File: config.mk
export PLATFORM = sky130hd
export DESIGN_NAME = adder_execute_flat
export DESIGN_NICKNAME = d
export VERILOG_FILES = /design/src/adder_pkg.sv /design/src/adder_ifs.sv /design/src/adder_execute.sv /design/src/flat_wrapper.sv
export SDC_FILE = /design/constraint.sdc
export NUM_CORES = 1
export LEC_CHECK = 0
export BUFFER_PORTS_ARGS = -buffer_cell sky130_fd_sc_hd__buf_2
export CAP_MARGIN = 30
export CORE_MARGIN = 4
export CORE_UTILIZATION = 50
export CTS_BUF_LIST = sky130_fd_sc_hd__clkbuf_8
export DETAILED_ROUTE_END_ITERATION = 10
export PLACE_DENSITY = 0.75
export SKIP_LAST_GASP = 1
export SLEW_MARGIN = 40
export SYNTH_ARGS = -nofsm -noshare
export SYNTH_HDL_FRONTEND = slang
export SYNTH_SLANG_ARGS = --single-unit
File: constraint.sdc
create_clock -name CLK -period 10.8 [get_ports CLK]
set_clock_uncertainty 0.05 [all_clocks]
set_input_delay 2.16 -clock CLK [delete_from_list [all_inputs] [get_ports CLK]]
set_output_delay 2.16 -clock CLK [all_outputs]
set_load 0.02 [all_outputs]
File: src/adder_pkg.sv
/*
 * adder issue path shared definitions.
 * data and tag widths, buffer depth, one-hot operation bit positions
 * and the second operand union of a dispatched instruction.
 */
package adder_pkg;

	localparam int XLEN = 64;
	localparam int PHY_REGS = 64;
	localparam int PHY_W = 6;
	localparam int ISSUE_DEPTH = 8;
	localparam int IDX_W = 3;
	localparam int OP_W = 8;

	// one-hot operation bit positions.
	localparam int OP_LUI = 7;
	localparam int OP_AUIPC = 6;
	localparam int OP_ADDI = 5;
	localparam int OP_ADDIW = 4;
	localparam int OP_ADD = 3;
	localparam int OP_ADDW = 2;
	localparam int OP_SUB = 1;
	localparam int OP_SUBW = 0;

	// immediate forms read imm, register forms read the rs2 tag.
	typedef union packed {
		logic [XLEN-1:0] imm;
		struct packed {
			logic [XLEN-PHY_W-1:0] pad;
			logic [PHY_W-1:0] rs2;
		} reg_form;
	} operand2_u;

endpackage

File: src/adder_ifs.sv
/*
 * adder issue path interfaces.
 * issue buffer entries towards issue, register file reads,
 * and the four-phase writeback request link.
 */


interface wb_if
	import adder_pkg::*;
();
	logic req;
	logic ack;
	logic [PHY_W-1:0] rd;
	logic [XLEN-1:0] data;

	modport requester (output req, rd, data, input ack);
	modport arbiter (input req, rd, data, output ack);
endinterface

File: src/adder_execute.sv
/*
 * adder execute unit.
 * one-stage add/sub with 32-bit sign extension for the w forms;
 * holds the result and its request through the four-phase write.
 */
`timescale 1ns/100ps

module adder_execute
	import adder_pkg::*;
(
	input logic CLK,
	input logic rst_n,
	input logic execute_valid,
	input logic [OP_W-1:0] execute_op,
	input logic [PHY_W-1:0] execute_rd,
	input logic [XLEN-1:0] execute_op1,
	input logic [XLEN-1:0] execute_op2,
	input logic execute_is32,
	output logic execute_ready,
	wb_if.requester wb
);

	logic req_q;
	logic [OP_W-1:0] op_q;
	logic [PHY_W-1:0] rd_q;
	logic [XLEN-1:0] op1_q;
	logic [XLEN-1:0] op2_q;
	logic is32_q;
	logic accept;
	logic is_sub;
	logic [XLEN-1:0] sum;

	// busy from accept until the request has dropped.
	assign execute_ready = ~req_q;
	assign accept = execute_valid & execute_ready;

	always_ff @(posedge CLK) begin
		if (!rst_n) begin
			req_q <= 1'b0;
		end else if (req_q) begin
			req_q <= ~wb.ack;
		end else begin
			req_q <= accept;
		end
	end

	always_ff @(posedge CLK) begin
		if (accept) begin
			op_q <= execute_op;
			rd_q <= execute_rd;
			op1_q <= execute_op1;
			op2_q <= execute_op2;
			is32_q <= execute_is32;
		end
	end

	assign is_sub = op_q[OP_SUB] | op_q[OP_SUBW];
	assign sum = is_sub ? (op1_q - op2_q) : (op1_q + op2_q);

	assign wb.req = req_q;
	assign wb.rd = rd_q;
	assign wb.data = is32_q ? {{(XLEN-32){sum[31]}}, sum[31:0]} : sum;

endmodule

File: src/flat_wrapper.sv
// flat-port wrapper written by rule: the top's interface ports become plain ports
module adder_execute_flat import adder_pkg::*;
  (CLK, rst_n, execute_valid, execute_op, execute_rd, execute_op1, execute_op2, execute_is32, execute_ready, wb_req, wb_rd, wb_data, wb_ack);
  wb_if wb_i ();
  input logic CLK;
  input logic rst_n;
  input logic execute_valid;
  input logic [OP_W-1:0] execute_op;
  input logic [PHY_W-1:0] execute_rd;
  input logic [XLEN-1:0] execute_op1;
  input logic [XLEN-1:0] execute_op2;
  input logic execute_is32;
  output logic execute_ready;
  output wire logic [$bits(wb_i.req)-1:0] wb_req;
  output wire logic [$bits(wb_i.rd)-1:0] wb_rd;
  output wire logic [$bits(wb_i.data)-1:0] wb_data;
  input wire logic [$bits(wb_i.ack)-1:0] wb_ack;
  assign wb_req = wb_i.req;
  assign wb_rd = wb_i.rd;
  assign wb_data = wb_i.data;
  assign wb_i.ack = wb_ack;
  adder_execute u_core (.CLK(CLK), .rst_n(rst_n), .execute_valid(execute_valid), .execute_op(execute_op), .execute_rd(execute_rd), .execute_op1(execute_op1), .execute_op2(execute_op2), .execute_is32(execute_is32), .execute_ready(execute_ready), .wb(wb_i));
endmodule
==> run metrics, run 1 <==
r2r worst-path depth=2; TritonCTS clock tree=built; Starting Density=0.510; Reg area=0.00413 sq mm; Synth async-reset ratio=0; RSZ-0062 raised after global routing=false; Num Clock Sinks=138; first-pass iteration count of the detailed router=7; Layout area overhead=17.6%; Peak VDD IR=102 uV; hold buffers post-CTS=0; TritonCTS buffer count=17; PwrDens=157 mW/mm^2; r2r setup slk=8990 ps; Critical Path Fanout Max=8; WL final=25,300 microns; CTS root buffer=clkbuf_8; WP depth=18; floorplan row count=50; Largest delay share family, worst path=simple AND/OR/NAND/NOR gates; global-route usage over all layers=0.235; top_reg_cell synth=edfxtp_1; top cell type by total area after synthesis=edfxtp_1; Max Clk Rate=119 MHz; fillcell total=1,632; sequential fraction of the synthesis area=0.432; Critical Path Source Type=register; Syn Inst Count=959; Die X=146 microns; drc violations=0; Clock Path Buffers=2; synth cell count leaders=edfxtp_1, a21oi_1, nor2_1, nand2_1, ha_1; area of the core=0.0188 sq mm; post-route ant nets=0; share of layout cells above drive strength 1=0.240; max-cap viol count=0; number of synthesized flops with an enable pin=137; CP Capture Type=output pin; final instance area=0.0113 sq mm; Die Y=146 microns; Final Cycle Share=0.775; pre-CTS setup slack=2730 ps; max layer used=met5; CP Class=register to output pin; die area=0.0214 sq mm; DP HPWL=19,900 microns; number of gates resized after cts=0; Worst Max-Slew Pin Slew=759 ps; nets@finish=1,372; crit path DAT=6160 ps; worst reg2reg path startpoint=u_core.wb.req; RePlAce Congestion=0.915; clk slew on worst S/H paths=100 ps; Post-CTS Setup Repair Bufs=0; CP peak stage delay=630 ps; setup TNS=0 ps; CP Cell Sequence=or4_4 -> or3_4 -> nor4_4 -> nand2b_2 -> or4b_4 -> or2_1 -> o31ai_2 -> xor2_1 -> ha_1 -> nor2b_1 -> o21ai_0 -> nand2b_1 -> nor3_1 -> a21oi_1 -> a31o_2 -> or4b_2 -> nand4_1 -> buf_2; met3 wire length=2410 microns; RR Endpoint=u_core.op2_q[49]; Synth top area share=0.430; outcome=completed; count leader, synth=edfxtp_1; first-pass GRT wire length=40,300 microns; largest net degree at the start of global routing=66; final setup vio count=0; yosys warns=0; minimum clock period=8370 ps; initial antenna violation count=11; Mapped Area=0.00957 sq mm; Synth area leaders=edfxtp_1, ha_1, xnor2_1; Wirelength per Cell=18.0 microns; Netlist cell types=70; Vias/cell=5.82; DRT iter0 DRCs=683; DR vias=8,201; Hold WC Path Type=register to register; critical path capture point=wb_data[62]; gr ovfl total=0; Placed Area=0.0108 sq mm; Final Hold Fails=0; Worst EP required=8590 ps; Max H-tree Level=4; WP buf/inv=1; CP max-delay cell=or4b_2; I/O Buffers=212; met2 wire length=11,500 microns; met1 wire length=10,900 microns; # IOs=219; final setup margin=2430 ps; multi-input logic area=0.00521 sq mm; vias in the first global route=7,834; max-slew violation count=0; Setup crit start=u_core.op2_q[17]; Clk Latency, worst-skew pair=440 ps; P_leak=4.63 nW; Worst slew margin=0.489; Post-Syn Nets=1,171; flops & latches, synth=138; synthesized area per cell=9.97 sq um
-- worst min-delay path by stage --
stage | startpoint | endpoint | slack, ps | depth (start not counted)
2_1_floorplan | u_core.wb.req | u_core.wb.req | 560 | 2
3_3_place_gp | u_core.wb.req | u_core.wb.req | 510 | 2
3_5_place_dp | u_core.wb.req | u_core.wb.req | 530 | 2
4_1_cts | u_core.wb.req | u_core.wb.req | 550 | 2
5_1_grt | u_core.wb.req | u_core.wb.req | 610 | 2
6_report | u_core.wb.req | u_core.wb.req | 550 | 2
-- final cells by class --
class	count	share of cell area
Sequential cell	138	0.367
Clock inverter	15	0.0133
Multi-Input combinational cell	760	0.463
Antenna cell	3	0.000667
Timing Repair Buffer	217	0.0997
Inverter	26	0.00867
Tap cell	234	0.0260
Clock buffer	17	0.0208
-- metrics by stage --
stage,cells,hold slack [ps],utilization,power (mW)
4_1_cts,1407,553,0.598,1.77
3_3_place_gp,1374,508,0.577,1.35
6_report,1410,548,0.600,1.77
5_1_grt,1410,608,0.600,1.88
2_1_floorplan,959,557,-,1.15
3_5_place_dp,1375,532,0.578,1.36
-- layer usage --
layer | GRT usage | vias to the layer above
met4 | 0.0541 | 16
met2 | 0.371 | 346
li1 | - | 4019
met3 | 0.0742 | 46
met5 | 0 | -
met1 | 0.320 | 3774
-- logic make-up (layout without fill, tap and decap cells) --
| kind of cell | Yosys count | count (layout) | synth area share |
|---|---|---|---|
| AOI/OAI and AO/OA | 292 | 292 | 0.198 |
| and+or+nand+nor | 290 | 290 | 0.156 |
| DFF | 138 | 138 | 0.432 |
| xor gates and xnor gates | 109 | 109 | 0.0998 |
| adders and majority gates | 65 | 65 | 0.0858 |
| buffers and inverters | 61 | 275 | 0.0247 |
| muxes | 4 | 4 | 0.00419 |
| other | 0 | 3 | 0 |
-- power by group --
part / internal, mW / switching (mW)
Sequential: 0.629 / 0.0213
Combinational: 0.262 / 0.441
Clock: 0.173 / 0.242
-- registers in the layout (all words and copies together), names as in the netlist --
| name | cells |
|---|---|
| u_core.is32_q | 1 |
| u_core.op1_q | 64 |
| u_core.op2_q | 64 |
| u_core.op_q | 2 |
| u_core.wb.rd | 6 |
| u_core.wb.req | 1 |
-- cell usage in the layout (no fill, tap or decap), drive strengths merged, types with 13 or more instances in the layout --
cell type / Yosys / layout
nand4: 17 / 17
nor2: 75 / 75
clkbuf: 32 / 17
nand3: 21 / 21
o21ai: 65 / 65
a21o: 40 / 40
a21oi: 83 / 83
xor2: 53 / 53
nand2b: 13 / 13
xnor2: 56 / 56
edfxtp: 137 / 137
nor3: 24 / 24
buf: 3 / 217
ha: 64 / 64
o31ai: 20 / 20
inv: 26 / 36
nand2: 71 / 71
-- worst register-to-register path: stages, from the launching register on --
cell and delay (ps):
dfxtp_1 360, nor2b_4 470, buf_6 560
Power figures use the tool's default switching activity.
==> inputs of run 2 (changes only) <==
ABC_AREA = 1   (was default)
clock period = 7.2 ns   (was 10.8 ns; I/O delays follow)
==> run 2 against run 1 <==
Setup slack worse by 1200 ps. Combinational power is 82% higher. Critical endpoint is now wb_data[32]. Critical path type unchanged. Design area grew 25%.
==> run metrics, run 2 <==
top cell type by total area after synthesis=edfxtp_1; Wirelength per Cell=15.9 microns; nets@finish=2,294; Largest delay share family, worst path=simple AND/OR/NAND/NOR gates; DP HPWL=32,500 microns; Netlist cell types=40; die area=0.0271 sq mm; final cell utilization of the core=0.581; most common cell after layout, fill and taps aside=nand2_1; gr ovfl total=0; top_reg_cell synth=edfxtp_1; Post-CTS Setup Repair Bufs=0; RePlAce Congestion=0.947; CP max-delay cell=edfxtp_1; Clock Path Buffers=2; Reg area=0.00413 sq mm; drc violations=0; Vias/cell=5.05; Synth top area share=0.335; outcome=completed; first-pass GRT wire length=58,200 microns; CP Capture Type=output pin; Worst EP required=5710 ps; # diodes=0; yosys warns=0; count leader, synth=nand2_1; minimum clock period=6000 ps; hold buffers post-CTS=0; I/O Buffers=212; number of synthesized flops with an enable pin=137; sequential fraction of the synthesis area=0.337; Synth async-reset ratio=0; CTS root buffer=clkbuf_8; Starting Density=0.506; max-slew violation count=0; synthesized area per cell=6.59 sq um; post-route ant nets=0; final setup vio count=0; TritonCTS clock tree=built; Critical Path Fanout Max=32; r2r setup slk=5040 ps; clk slew on worst S/H paths=90 ps; DRT iter0 DRCs=1,051; most frequent cells in the layout=nand2_1, inv_1, buf_2, nor2_1, edfxtp_1; # IOs=219; fillcell total=2,413; Num Clock Sinks=138; CP peak stage delay=420 ps; Critical Path Source Type=register; WP buf/inv=4; TritonCTS buffer count=17; Syn Inst Count=1,861; Worst slew margin=0.461; area of the core=0.0242 sq mm; P_leak=7.38 nW; RSZ-0062 raised after global routing=false; floorplan row count=57; initial antenna violation count=0; Synth area leaders=edfxtp_1, nand2_1, inv_1; CP Cell Sequence=inv_1 -> ha_1 -> nand2_2 -> nor2_4 -> nand2_2 -> nor2_1 -> inv_1 -> o31ai_2 -> nand2_1 -> xnor2_1 -> ha_1 -> nand2_2 -> nor2_2 -> inv_1 -> nor2_1 -> a21oi_2 -> nand2_4 -> xor2_4 -> nand2_4 -> o21ai_0 -> buf_2; Max H-tree Level=4; Layout area overhead=14.8%; max-cap viol count=0; global-route usage over all layers=0.283; Max Clk Rate=167 MHz; Final Cycle Share=0.833; Die X=165 microns; Worst Max-Slew Pin Slew=800 ps; PwrDens=205 mW/mm^2; Clk Latency, worst-skew pair=450 ps; Hold WC Path Type=register to register; Peak VDD IR=160 uV; share of layout cells above drive strength 1=0.138; largest net degree at the start of global routing=82; Die Y=165 microns; crit path DAT=4510 ps; DR vias=12,200; Mapped Area=0.0123 sq mm; flops & latches, synth=138; setup TNS=0 ps; vias in the first global route=11,200; Final Hold Fails=0; synth cell count leaders=nand2_1, inv_1, nor2_1, edfxtp_1, nand3_1; multi-input logic area=0.00673 sq mm; Post-Syn Nets=2,073; WL final=38,500 microns; CP Class=register to output pin; first-pass iteration count of the detailed router=5; number of gates resized after cts=0
## run 2: cell types whose count changed after synthesis, moves of 15 or more
| cell | before | now |
|---|---|---|
| nor2_1 | 75 | 207 |
| a21o_1 | 40 | 0 |
| o31ai_1 | 18 | 3 |
| clkbuf_1 | 32 | 8 |
| o21ai_0 | 63 | 38 |
| nand3_1 | 21 | 79 |
| xnor2_1 | 56 | 19 |
| inv_1 | 26 | 355 |
| nand2_1 | 71 | 684 |
| xor2_1 | 53 | 68 |
| nand3b_1 | 2 | 22 |
## run 2: cells by family after synthesis
| group | Yosys count | synth area share |
|---|---|---|
| AND/OR/NAND/NOR | 1073 | 0.361 |
| buffers and inverters | 369 | 0.115 |
| flip-flops | 138 | 0.337 |
| AO/OA/AOI/OAI | 128 | 0.0562 |
| XOR/XNOR | 88 | 0.0644 |
| adder cells (fa/ha/maj) | 65 | 0.0669 |
## run 2: worst reg2reg max path: cells and delay by family (launching register included)
family                 cells  cell delay (ps)
buffers and inverters      3             1260
DFF                        1              320
and+or+nand+nor            1               90
## run 2: final timing paths
path | start | end | depth (start not counted)
setup / recovery | u_core.op2_q[0] | wb_data[32] | 21
hold / removal | u_core.wb.req | u_core.wb.req | 3
setup reg to reg | u_core.wb.req | u_core.op1_q[41] | 4
hold reg to reg | u_core.wb.req | u_core.wb.req | 3
## run 2: where the power goes
group          switching, mW  leakage (nW)  internal (mW)
registers             0.0347          1.32          0.944
clock network          0.367         0.193          0.259
logic                  0.873          5.87          0.403
## run 2: area by class of cell
class                   count  area share
well taps                 324      0.0288
clock buffers              17      0.0166
repair buffers            215      0.0772
multi-input cells        1354       0.478
inverters                 356      0.0951
flip-flops and latches    138       0.294
clock inverters            15      0.0108
## run 2: per-layer routing
metal	global-route usage	share of wire	up-vias	wire (microns)
li1	-	-	6212	-
met1	0.406	0.46	5504	17800
met2	0.450	0.44	453	17100
met3	0.0294	0.066	54	2550
met4	0.0896	0.028	0	1090
met5	0	0	-	0
## run 2: stage by stage
stage	instances	setup slack, ps	area [sq um]	power, mW	hold slack [ps]
2_1_floorplan	1861	2490	12300	1.85	773
5_1_grt	2419	691	14100	3.07	661
3_5_place_dp	2387	1730	13700	2.25	576
3_3_place_gp	2387	1770	13700	2.24	535
6_report	2419	1200	14100	2.88	587
4_1_cts	2419	1210	14100	2.88	596
