==> config.mk <==
export PLATFORM = sky130hd
export DESIGN_NAME = adder_buffer_flat
export DESIGN_NICKNAME = d
export VERILOG_FILES = /design/src/adder_pkg.sv /design/src/adder_ifs.sv /design/src/adder_buffer.sv /design/src/flat_wrapper.sv
export SDC_FILE = /design/constraint.sdc
export NUM_CORES = 1
export LEC_CHECK = 0
export ABC_AREA = 1
export ABC_CLOCK_PERIOD_IN_PS = 8310
export BUFFER_PORTS_ARGS = -buffer_cell sky130_fd_sc_hd__buf_2
export CAP_MARGIN = 20
export CORE_AREA = 3 3 520 522
export CTS_BUF_LIST = sky130_fd_sc_hd__clkbuf_4 sky130_fd_sc_hd__clkbuf_8 sky130_fd_sc_hd__clkbuf_16
export DETAILED_ROUTE_END_ITERATION = 16
export DIE_AREA = 0 0 523 525
export GPL_ROUTABILITY_DRIVEN = 0
export PLACE_DENSITY_LB_ADDON = 0.3
export REMOVE_ABC_BUFFERS = 1
export SLEW_MARGIN = 40
export SYNTH_ARGS = -nofsm -noshare
export SYNTH_HDL_FRONTEND = slang
export SYNTH_SLANG_ARGS = --single-unit
==> constraint.sdc <==
create_clock -name CLK -period 8.31 [get_ports CLK]
set_clock_uncertainty 0.15 [all_clocks]
set_input_delay 0.831 -clock CLK [delete_from_list [all_inputs] [get_ports CLK]]
set_output_delay 0.831 -clock CLK [all_outputs]
set_load 0.1 [all_outputs]
==> src/adder_pkg.sv <==
/*
 * adder issue path shared definitions.
 * data and tag widths, buffer depth, one-hot operation bit positions
 * and the second operand union of a dispatched instruction.
 */
package adder_pkg;

	localparam int XLEN = 64;
	localparam int PHY_REGS = 64;
	localparam int PHY_W = 6;
	localparam int ISSUE_DEPTH = 8;
	localparam int IDX_W = 3;
	localparam int OP_W = 8;

	// one-hot operation bit positions.
	localparam int OP_LUI = 7;
	localparam int OP_AUIPC = 6;
	localparam int OP_ADDI = 5;
	localparam int OP_ADDIW = 4;
	localparam int OP_ADD = 3;
	localparam int OP_ADDW = 2;
	localparam int OP_SUB = 1;
	localparam int OP_SUBW = 0;

	// immediate forms read imm, register forms read the rs2 tag.
	typedef union packed {
		logic [XLEN-1:0] imm;
		struct packed {
			logic [XLEN-PHY_W-1:0] pad;
			logic [PHY_W-1:0] rs2;
		} reg_form;
	} operand2_u;

endpackage

==> src/adder_ifs.sv <==
/*
 * adder issue path interfaces.
 * issue buffer entries towards issue, register file reads,
 * and the four-phase writeback request link.
 */
`timescale 1ns/100ps

interface issue_buf_if
	import adder_pkg::*;
();
	logic [ISSUE_DEPTH-1:0] malloc;
	logic [ISSUE_DEPTH-1:0][OP_W-1:0] op;
	logic [ISSUE_DEPTH-1:0][XLEN-1:0] pc;
	logic [ISSUE_DEPTH-1:0][PHY_W-1:0] rd;
	logic [ISSUE_DEPTH-1:0][PHY_W-1:0] rs1;
	operand2_u [ISSUE_DEPTH-1:0] opnd2;
	logic pop;
	logic [IDX_W-1:0] pop_index;

	modport src (output malloc, op, pc, rd, rs1, opnd2, input pop, pop_index);
	modport sink (input malloc, op, pc, rd, rs1, opnd2, output pop, pop_index);
endinterface


==> src/adder_buffer.sv <==
/*
 * adder issue buffer.
 * accepts renamed add-class instructions by a four-phase handshake,
 * keeps them in eight entries and frees an entry when issue pops it.
 */
`timescale 1ns/100ps

module adder_buffer
	import adder_pkg::*;
(
	input logic CLK,
	input logic rst_n,
	input logic dispatch_req,
	input logic [OP_W-1:0] dispatch_op,
	input logic [XLEN-1:0] dispatch_pc,
	input logic [PHY_W-1:0] dispatch_rd,
	input logic [PHY_W-1:0] dispatch_rs1,
	input operand2_u dispatch_opnd2,
	output logic dispatch_ack,
	output logic alloc_clr,
	output logic [PHY_W-1:0] alloc_clr_rd,
	issue_buf_if.src issue_buf
);

	logic [ISSUE_DEPTH-1:0] malloc_q;
	logic [ISSUE_DEPTH-1:0][OP_W-1:0] op_q;
	logic [ISSUE_DEPTH-1:0][XLEN-1:0] pc_q;
	logic [ISSUE_DEPTH-1:0][PHY_W-1:0] rd_q;
	logic [ISSUE_DEPTH-1:0][PHY_W-1:0] rs1_q;
	operand2_u [ISSUE_DEPTH-1:0] opnd2_q;
	logic [IDX_W-1:0] free_idx;
	logic free_any;
	logic ack_q;
	logic take;

	// lowest free entry.
	always_comb begin
		free_idx = '0;
		for (int i = ISSUE_DEPTH - 1; i >= 0; i--) begin
			if (!malloc_q[i]) begin
				free_idx = IDX_W'(i);
			end
		end
	end

	assign free_any = ~&malloc_q;
	// new request seen while ack is low and an entry is free.
	assign take = dispatch_req & ~ack_q & free_any;

	assign dispatch_ack = ack_q;
	assign alloc_clr = take;
	assign alloc_clr_rd = dispatch_rd;

	always_ff @(posedge CLK) begin
		if (!rst_n) begin
			ack_q <= 1'b0;
			malloc_q <= '0;
		end else begin
			if (ack_q) begin
				ack_q <= dispatch_req;
			end else begin
				ack_q <= take;
			end
			if (issue_buf.pop) begin
				malloc_q[issue_buf.pop_index] <= 1'b0;
			end
			if (take) begin
				malloc_q[free_idx] <= 1'b1;
			end
		end
	end

	always_ff @(posedge CLK) begin
		if (take) begin
			op_q[free_idx] <= dispatch_op;
			pc_q[free_idx] <= dispatch_pc;
			rd_q[free_idx] <= dispatch_rd;
			rs1_q[free_idx] <= dispatch_rs1;
			opnd2_q[free_idx] <= dispatch_opnd2;
		end
	end

	assign issue_buf.malloc = malloc_q;
	assign issue_buf.op = op_q;
	assign issue_buf.pc = pc_q;
	assign issue_buf.rd = rd_q;
	assign issue_buf.rs1 = rs1_q;
	assign issue_buf.opnd2 = opnd2_q;

endmodule

==> src/flat_wrapper.sv <==
// flat-port wrapper written by rule: the top's interface ports become plain ports
module adder_buffer_flat import adder_pkg::*;
  (CLK, rst_n, dispatch_req, dispatch_op, dispatch_pc, dispatch_rd, dispatch_rs1, dispatch_opnd2, dispatch_ack, alloc_clr, alloc_clr_rd, issue_buf_malloc, issue_buf_op, issue_buf_pc, issue_buf_rd, issue_buf_rs1, issue_buf_opnd2, issue_buf_pop, issue_buf_pop_index);
  issue_buf_if issue_buf_i ();
  input logic CLK;
  input logic rst_n;
  input logic dispatch_req;
  input logic [OP_W-1:0] dispatch_op;
  input logic [XLEN-1:0] dispatch_pc;
  input logic [PHY_W-1:0] dispatch_rd;
  input logic [PHY_W-1:0] dispatch_rs1;
  input operand2_u dispatch_opnd2;
  output logic dispatch_ack;
  output logic alloc_clr;
  output logic [PHY_W-1:0] alloc_clr_rd;
  output wire logic [$bits(issue_buf_i.malloc)-1:0] issue_buf_malloc;
  output wire logic [$bits(issue_buf_i.op)-1:0] issue_buf_op;
  output wire logic [$bits(issue_buf_i.pc)-1:0] issue_buf_pc;
  output wire logic [$bits(issue_buf_i.rd)-1:0] issue_buf_rd;
  output wire logic [$bits(issue_buf_i.rs1)-1:0] issue_buf_rs1;
  output wire logic [$bits(issue_buf_i.opnd2)-1:0] issue_buf_opnd2;
  input wire logic [$bits(issue_buf_i.pop)-1:0] issue_buf_pop;
  input wire logic [$bits(issue_buf_i.pop_index)-1:0] issue_buf_pop_index;
  assign issue_buf_malloc = issue_buf_i.malloc;
  assign issue_buf_op = issue_buf_i.op;
  assign issue_buf_pc = issue_buf_i.pc;
  assign issue_buf_rd = issue_buf_i.rd;
  assign issue_buf_rs1 = issue_buf_i.rs1;
  assign issue_buf_opnd2 = issue_buf_i.opnd2;
  assign issue_buf_i.pop = issue_buf_pop;
  assign issue_buf_i.pop_index = issue_buf_pop_index;
  adder_buffer u_core (.CLK(CLK), .rst_n(rst_n), .dispatch_req(dispatch_req), .dispatch_op(dispatch_op), .dispatch_pc(dispatch_pc), .dispatch_rd(dispatch_rd), .dispatch_rs1(dispatch_rs1), .dispatch_opnd2(dispatch_opnd2), .dispatch_ack(dispatch_ack), .alloc_clr(alloc_clr), .alloc_clr_rd(alloc_clr_rd), .issue_buf(issue_buf_i));
endmodule
==> results.py, run 1 <==
metrics = {
    "setup_path": {
        "cp_cell_sequence": "nand2_2 > nor2_4 > nand2_2 > nand2_2 > inv_2 > nand2_2 > inv_2 > nand2_2 > inv_8 > buf_4 > buf_4",
        "critical_path.startpoint_type": "flop",
        "crit_path_top_delay_cell": "sky130_fd_sc_hd__buf_4",
        "timing.critical_path.required_ns": 8.55,
        "cp-end-kind": "flop",
        "critical_path_depth": 11,
        "slowest_delay_ns": 0.63,
        "cp.arrival_ns": 3.41,
        "worstSetupPathType": "reg2reg",
        "critical_path.most_common_cell": "sky130_fd_sc_hd__nand2_2",
        "crit_buf_inv": 5,
        "reg2regPathDepth": 11,
        "crit_path_max_fanout": 45,
        "critPathTopFamily": "buffers and inverters",
    },
    "route": {
        "drc_errors": 0,
        "post_drt_wl_per_cell_um": 21.1,
        "ant_nets": 0,
        "vias": 19532,
        "totalWireLength_um": 136000,
        "drtIter0Drc": 1322,
        "via_per_inst": 3.03,
        "drtPass1Iterations": 5,
    },
    "yosys": {
        "synthDistinctLibCells": 19,
        "synth-async-reset-ratio": 0,
        "synth_top_flop_cell": "sky130_fd_sc_hd__edfxtp_1",
        "number_of_warnings_printed_during_yosys_synthesis": 0,
        "postSynthAreaPerCell_um2": 28.3,
        "synthTopCellsByCount": "sky130_fd_sc_hd__edfxtp_1, sky130_fd_sc_hd__inv_1, sky130_fd_sc_hd__nand2_1",
        "post_synth_instance_area_um2": 36200,
        "post_synth_edffs": 1184,
        "synth_largest_type_area_fraction": 0.983,
        "ys_ff_latch": 1193,
        "synth.top_cells.by_area": "sky130_fd_sc_hd__edfxtp_1, sky130_fd_sc_hd__dfxtp_1, sky130_fd_sc_hd__inv_1",
        "yosysMostFrequentCell": "sky130_fd_sc_hd__edfxtp_1",
        "ys_seq_area_frac": 0.988,
        "yosys.area.top_type": "sky130_fd_sc_hd__edfxtp_1",
        "synthCells": 1276,
    },
    "power": {
        "total_leakage_power_nw": 18.7,
        "finalPower_mw": 13.5,
        "vdd.ir_drop.worst_uv": 172,
        "power_density_nw_per_um2": 260,
    },
    "clock_network": {
        "clock_insertion_delay_worst_skew_ns": 0.77,
        "cts.path.max_buffers": 4,
        "cts_repair_resize_count": 0,
        "tritoncts.num_buffers": 142,
        "count_of_hold_buffers_inserted_by_post_cts_repair": 0,
        "cts.repair_timing.setup_buffer_count": 0,
        "cts.reportedPaths.clkPinSlew_ns": 0.06,
        "root_buffer_cell": "sky130_fd_sc_hd__clkbuf_16",
        "tritoncts_clock_tree": "built",
        "h-tree-depth": 4,
        "cts_sinks": 1193,
    },
    "layout": {
        "filler_cell_count": 28287,
        "syn2layout_area_growth_pct": 44.1,
        "nets": 2942,
        "drive_gt1_frac": 0.560,
    },
    "floorplanning": {
        "floorplan.die.width_um": 523,
        "io-pin-count": 1355,
        "floorplan.die_area_um2": 275000,
        "initial_utilization": 0.136,
        "die_y_extent_um": 525,
        "core_area_um2": 266000,
        "floorplan.rows": 189,
    },
    "timing": {
        "timing.setup.tns_ns": 0,
        "worst_slew_pin_slew_ns": 1.06,
        "final-hold-violation-count": 0,
        "final_count_of_negative_setup_slack_endpoints": 0,
        "final_max_slew_viol_count": 0,
        "relSlewSlack": 0.291,
        "post-route-min-period_ns": 3.17,
        "rsz_0062_raised_after_global_routing": "no",
        "highest_clock_rate_mhz": 316,
        "timing.final.crit_share": 0.381,
    },
    "global_routing": {
        "initial_antenna_violation_count": 48,
        "global_route.usage.total": 0.0929,
        "globalRouteOverflowTotal": 0,
        "grt_first_pass_wirelength_um": 177000,
        "number_of_global_route_vias_before_repair": 19707,
        "grt_max_degree": 76,
    },
    "place": {
        "port-buffer-count": 1354,
        "dpl.hpwl_um": 96000,
    },
    "min_path": {
        "worstHoldPathType": "in2reg",
        "instance_count_along_the_most_critical_hold_path": 3,
    },
    "run_status": {
        "run_status": "finished clean",
    },
    "flow_run": {
        "drv.max_cap_violation_count": 0,
    },
}
-- cells by family after synthesis --
| family | count (synthesis) | share of synthesized area |
|---|---|---|
| flops | 1193 | 0.988 |
| buf+inv | 29 | 0.00384 |
| simple gates | 37 | 0.00560 |
| compound gates | 17 | 0.00263 |
-- registers in the layout (all words and copies together) (netlist names) --
register	cells
u_core.dispatch_ack	1
u_core.issue_buf.malloc	8
u_core.issue_buf.op	64
u_core.issue_buf.opnd2	512
u_core.issue_buf.pc	512
u_core.issue_buf.rd	48
u_core.issue_buf.rs1	48
-- worst register-to-register path, delay by kind of cell (launching register included) --
kind / cells / cell delay, ns
AND/OR/NAND/NOR: 6 / 0.52
flip-flops: 1 / 0.43
buffers and inverters: 5 / 1.62
-- layer usage --
metal,vias to the layer above,share of wire,global-route usage
li1,8224,-,-
met5,-,0.00025,0
met3,216,0.11,0.0366
met2,1211,0.47,0.154
met4,4,0.030,0.0311
met1,9877,0.39,0.109
-- placed cells by master (no fill, tap or decap), types with 9 or more instances in the layout --
cell / instances
sky130_fd_sc_hd__clkinv_1: 25
sky130_fd_sc_hd__buf_2: 1354
sky130_fd_sc_hd__clkinv_2: 14
sky130_fd_sc_hd__buf_12: 9
sky130_fd_sc_hd__clkbuf_16: 145
sky130_fd_sc_hd__dfxtp_1: 9
sky130_fd_sc_hd__buf_4: 11
sky130_fd_sc_hd__clkbuf_4: 34
sky130_fd_sc_hd__inv_1: 12
sky130_fd_sc_hd__edfxtp_1: 1184
sky130_fd_sc_hd__diode_2: 18
sky130_fd_sc_hd__nand2_1: 18
-- final cells by class --
class	instances	area [um2]	area share
diodes	18	45.0	0.000864
clock buffers	179	3880	0.0745
clock inverters	63	559	0.0107
inverters	22	135	0.00259
multi-input cells	54	303	0.00581
flip-flops and latches	1193	35700	0.686
well taps	3533	4420	0.0848
repair buffers	1374	7040	0.135
-- through the flow --
step           hold WS (ns)   util  setup slack [ns]  cells  cell area, um2
2_1_floorplan         0.780      -              2.47   1269           36100
3_3_place_gp          0.351  0.179              4.68   6174           47600
3_5_place_dp          0.365  0.179              4.66   6175           47600
4_1_cts              0.0708  0.196              5.06   6417           52100
5_1_grt               0.126  0.196              4.94   6425           52100
6_report              0.176  0.196              5.14   6436           52100
-- where the power goes --
| group | internal (mW) | total, mW | switching (mW) |
|---|---|---|---|
| clock network | 3.56 | 5.95 | 2.39 |
| logic | 0.0789 | 0.854 | 0.776 |
| registers | 6.71 | 6.73 | 0.0198 |
-- final timing paths --
path                                   start                          to  slack [ns]
setup / recovery  u_core.issue_buf.malloc[0]    u_core.issue_buf.pc[130]        5.14
hold / removal                  dispatch_req         u_core.dispatch_ack        0.18
setup reg to reg  u_core.issue_buf.malloc[0]    u_core.issue_buf.pc[130]        5.14
hold reg to reg   u_core.issue_buf.malloc[6]  u_core.issue_buf.malloc[6]        0.37
No activity file was read; power rests on OpenSTA's default activity.
==> run 2, diff against run 1 <==
ABC_AREA = 0   (was 1)
ABC_CLOCK_PERIOD_IN_PS = 3000   (was 8310)
clock period = 3 ns   (was 8.31 ns; I/O delays follow)
==> run 2 against run 1 <==
Sequential cell count unchanged. Synthesized area decreased by 0.11%. Synthesized cell count decreased by 1.4%. First-iteration DRC count increased by 26%. Register-to-register slack got worse by 4.6 ns. Cell area increased by 4.8%. Routed wire length increased by 4.5%. Non-clock buffer count increased by 224. Worst setup slack got worse by 4.8 ns. Count of clock-buffer cells in the layout decreased by 13. Global-route usage increased by 0.45 points. Combinational power increased to 2.9 times the previous value. Largest cell class unchanged.
==> results.py, run 2 <==
metrics = {
    "clock_network": {
        "clock_insertion_delay_worst_skew_ns": 0.76,
        "cts_sinks": 1193,
        "h-tree-depth": 4,
        "count_of_hold_buffers_inserted_by_post_cts_repair": 159,
        "cts.repair_timing.setup_buffer_count": 0,
        "cts.path.max_buffers": 4,
        "tritoncts.num_buffers": 138,
        "cts_repair_resize_count": 0,
        "cts.reportedPaths.clkPinSlew_ns": 0.06,
        "root_buffer_cell": "sky130_fd_sc_hd__clkbuf_16",
        "tritoncts_clock_tree": "built",
    },
    "yosys": {
        "synth.top_cells.by_area": "sky130_fd_sc_hd__edfxtp_1, sky130_fd_sc_hd__dfxtp_1, sky130_fd_sc_hd__buf_4",
        "post_synth_instance_area_um2": 36100,
        "ys_seq_area_frac": 0.989,
        "synthDistinctLibCells": 26,
        "ys_ff_latch": 1193,
        "synth-async-reset-ratio": 0,
        "postSynthAreaPerCell_um2": 28.7,
        "synth_top_flop_cell": "sky130_fd_sc_hd__edfxtp_1",
        "synthTopCellsByCount": "sky130_fd_sc_hd__edfxtp_1, sky130_fd_sc_hd__dfxtp_1, sky130_fd_sc_hd__nand2_1, sky130_fd_sc_hd__nor2_1, sky130_fd_sc_hd__buf_4",
        "yosysMostFrequentCell": "sky130_fd_sc_hd__edfxtp_1",
        "synthCells": 1258,
        "post_synth_edffs": 1184,
        "yosys.area.top_type": "sky130_fd_sc_hd__edfxtp_1",
        "synth_largest_type_area_fraction": 0.984,
        "number_of_warnings_printed_during_yosys_synthesis": 0,
    },
    "timing": {
        "hold-worst-slack_ns": 0.0646,
        "final-hold-violation-count": 0,
        "relSlewSlack": 0.420,
        "timing.final.crit_share": 0.880,
        "rsz_0062_raised_after_global_routing": "no",
        "final_count_of_negative_setup_slack_endpoints": 0,
        "post-route-min-period_ns": 2.64,
        "final_max_slew_viol_count": 0,
        "timing.setup.tns_ns": 0,
        "highest_clock_rate_mhz": 379,
        "worst_slew_pin_slew_ns": 0.869,
    },
    "run_status": {
        "run_status": "finished clean",
    },
    "setup_path": {
        "slowest_delay_ns": 0.55,
        "cp-end-kind": "output pin",
        "cp.arrival_ns": 2.19,
        "timing.critical_path.required_ns": 2.55,
        "critical_path.startpoint": "u_core.issue_buf.malloc[0]",
        "crit_path_top_delay_cell": "sky130_fd_sc_hd__dfxtp_1",
        "cp_cell_sequence": "nand2_1 > nor3_1 > nor2_1 > buf_2",
        "critical_path.startpoint_type": "flop",
        "worstReg2RegStart": "u_core.issue_buf.malloc[0]",
        "worstSetupPathType": "reg2out",
        "crit_path_max_fanout": 9,
        "critPathTopFamily": "simple AND/OR/NAND/NOR gates",
        "crit_buf_inv": 1,
    },
    "power": {
        "power_density_nw_per_um2": 705,
        "vdd.ir_drop.worst_uv": 480,
        "total_leakage_power_nw": 19.8,
        "finalPower_mw": 38.5,
    },
    "global_routing": {
        "globalRouteOverflowTotal": 0,
        "grt_first_pass_wirelength_um": 186000,
        "initial_antenna_violation_count": 33,
        "global_route.usage.total": 0.0974,
        "grt_max_degree": 68,
        "number_of_global_route_vias_before_repair": 21135,
    },
    "flow_run": {
        "drv.max_cap_violation_count": 0,
    },
    "layout": {
        "multiInputGateArea_um2": 387,
        "final_common_cell": "sky130_fd_sc_hd__buf_2",
        "nets": 3143,
        "syn2layout_area_growth_pct": 51.1,
        "final_cell_area_um2": 54600,
        "final-instance-count-excl-fill": 6631,
        "drive_gt1_frac": 0.542,
        "mostFrequentLayoutCells": "sky130_fd_sc_hd__buf_2, sky130_fd_sc_hd__edfxtp_1, sky130_fd_sc_hd__dlygate4sd3_1, sky130_fd_sc_hd__clkbuf_16, sky130_fd_sc_hd__buf_4",
        "filler_cell_count": 28087,
        "seqCellArea_um2": 35700,
    },
    "route": {
        "ant_nets": 0,
        "totalWireLength_um": 142000,
        "drtPass1Iterations": 4,
        "via_per_inst": 3.10,
        "post_drt_wl_per_cell_um": 21.4,
        "drc_errors": 0,
        "drtIter0Drc": 1672,
        "vias": 20554,
    },
    "floorplanning": {
        "io-pin-count": 1355,
        "core_area_um2": 266000,
        "floorplan.die_area_um2": 275000,
        "die_y_extent_um": 525,
        "floorplan.die.width_um": 523,
        "initial_utilization": 0.136,
        "floorplan.rows": 189,
    },
    "min_path": {
        "hp-start": "issue_buf_pop",
        "worstHoldPathType": "in2reg",
    },
    "place": {
        "port-buffer-count": 1354,
        "dpl.hpwl_um": 103000,
        "post_dp_cell_area_um2": 48300,
        "place.detailed.instances": 6222,
    },
}
## run 2: cell types whose count changed after synthesis, moves of 3 or more
cell                       delta
sky130_fd_sc_hd__inv_1       -17
sky130_fd_sc_hd__nand2_1      -9
sky130_fd_sc_hd__nand2_2      -7
sky130_fd_sc_hd__nand2b_1     +3
sky130_fd_sc_hd__nand3_2      -3
sky130_fd_sc_hd__nor2_1       +8
sky130_fd_sc_hd__o211ai_1     +3
sky130_fd_sc_hd__o21ai_0      -3
## run 2: worst paths after layout
kind                                 end  cells past startpoint  slack (ns)
min           u_core.issue_buf.malloc[2]                      4        0.06
min reg2reg          u_core.dispatch_ack                      2        0.34
max                            alloc_clr                      4        0.36
max reg2reg  u_core.issue_buf.opnd2[209]                      6        0.50
## run 2: cell families after synthesis
kind of cell    after synthesis  share of synthesized area
flops                      1193                      0.989
simple gates                 33                    0.00485
compound gates               22                    0.00419
buf+inv                      10                    0.00197
## run 2: cell type report
type	instances	share of cell area
well taps	3533	0.0810
repair buffers	1598	0.172
inverters	2	0.000137
diodes	9	0.000412
multi-input cells	55	0.00708
flip-flops and latches	1193	0.654
clock inverters	75	0.0173
clock buffers	166	0.0681
## run 2: layer usage
layer / GRT usage / vias up / part of all wire
li1: - / 8639 / -
met1: 0.113 / 10404 / 0.39
met2: 0.160 / 1303 / 0.47
met3: 0.0383 / 206 / 0.11
met4: 0.0400 / 2 / 0.038
met5: 0 / - / 0.000091
## run 2: power breakdown
group | switching (mW) | internal [mW] | total, mW
logic | 2.10 | 0.361 | 2.46
clock network | 6.81 | 10.6 | 17.4
registers | 0.0543 | 18.6 | 18.6
total | 8.96 | 29.5 | 38.5
## run 2: per-stage QoR
stage	worst slack (ns)	utilization
finish	0.359	0.206
detailed placement	0.543	0.182
global route	0.144	0.206
CTS	0.263	0.206
floorplan	-5.60	-
global placement	0.501	0.182
## run 2: worst register-to-register path: stages, from the launching register on
cell and delay (ns):
sky130_fd_sc_hd__dfxtp_1 0.55, sky130_fd_sc_hd__nand3_1 0.13, sky130_fd_sc_hd__a21oi_1 0.19, sky130_fd_sc_hd__a21oi_1 0.20
sky130_fd_sc_hd__nor2_4 0.26, sky130_fd_sc_hd__buf_12 0.23, sky130_fd_sc_hd__buf_12 0.29
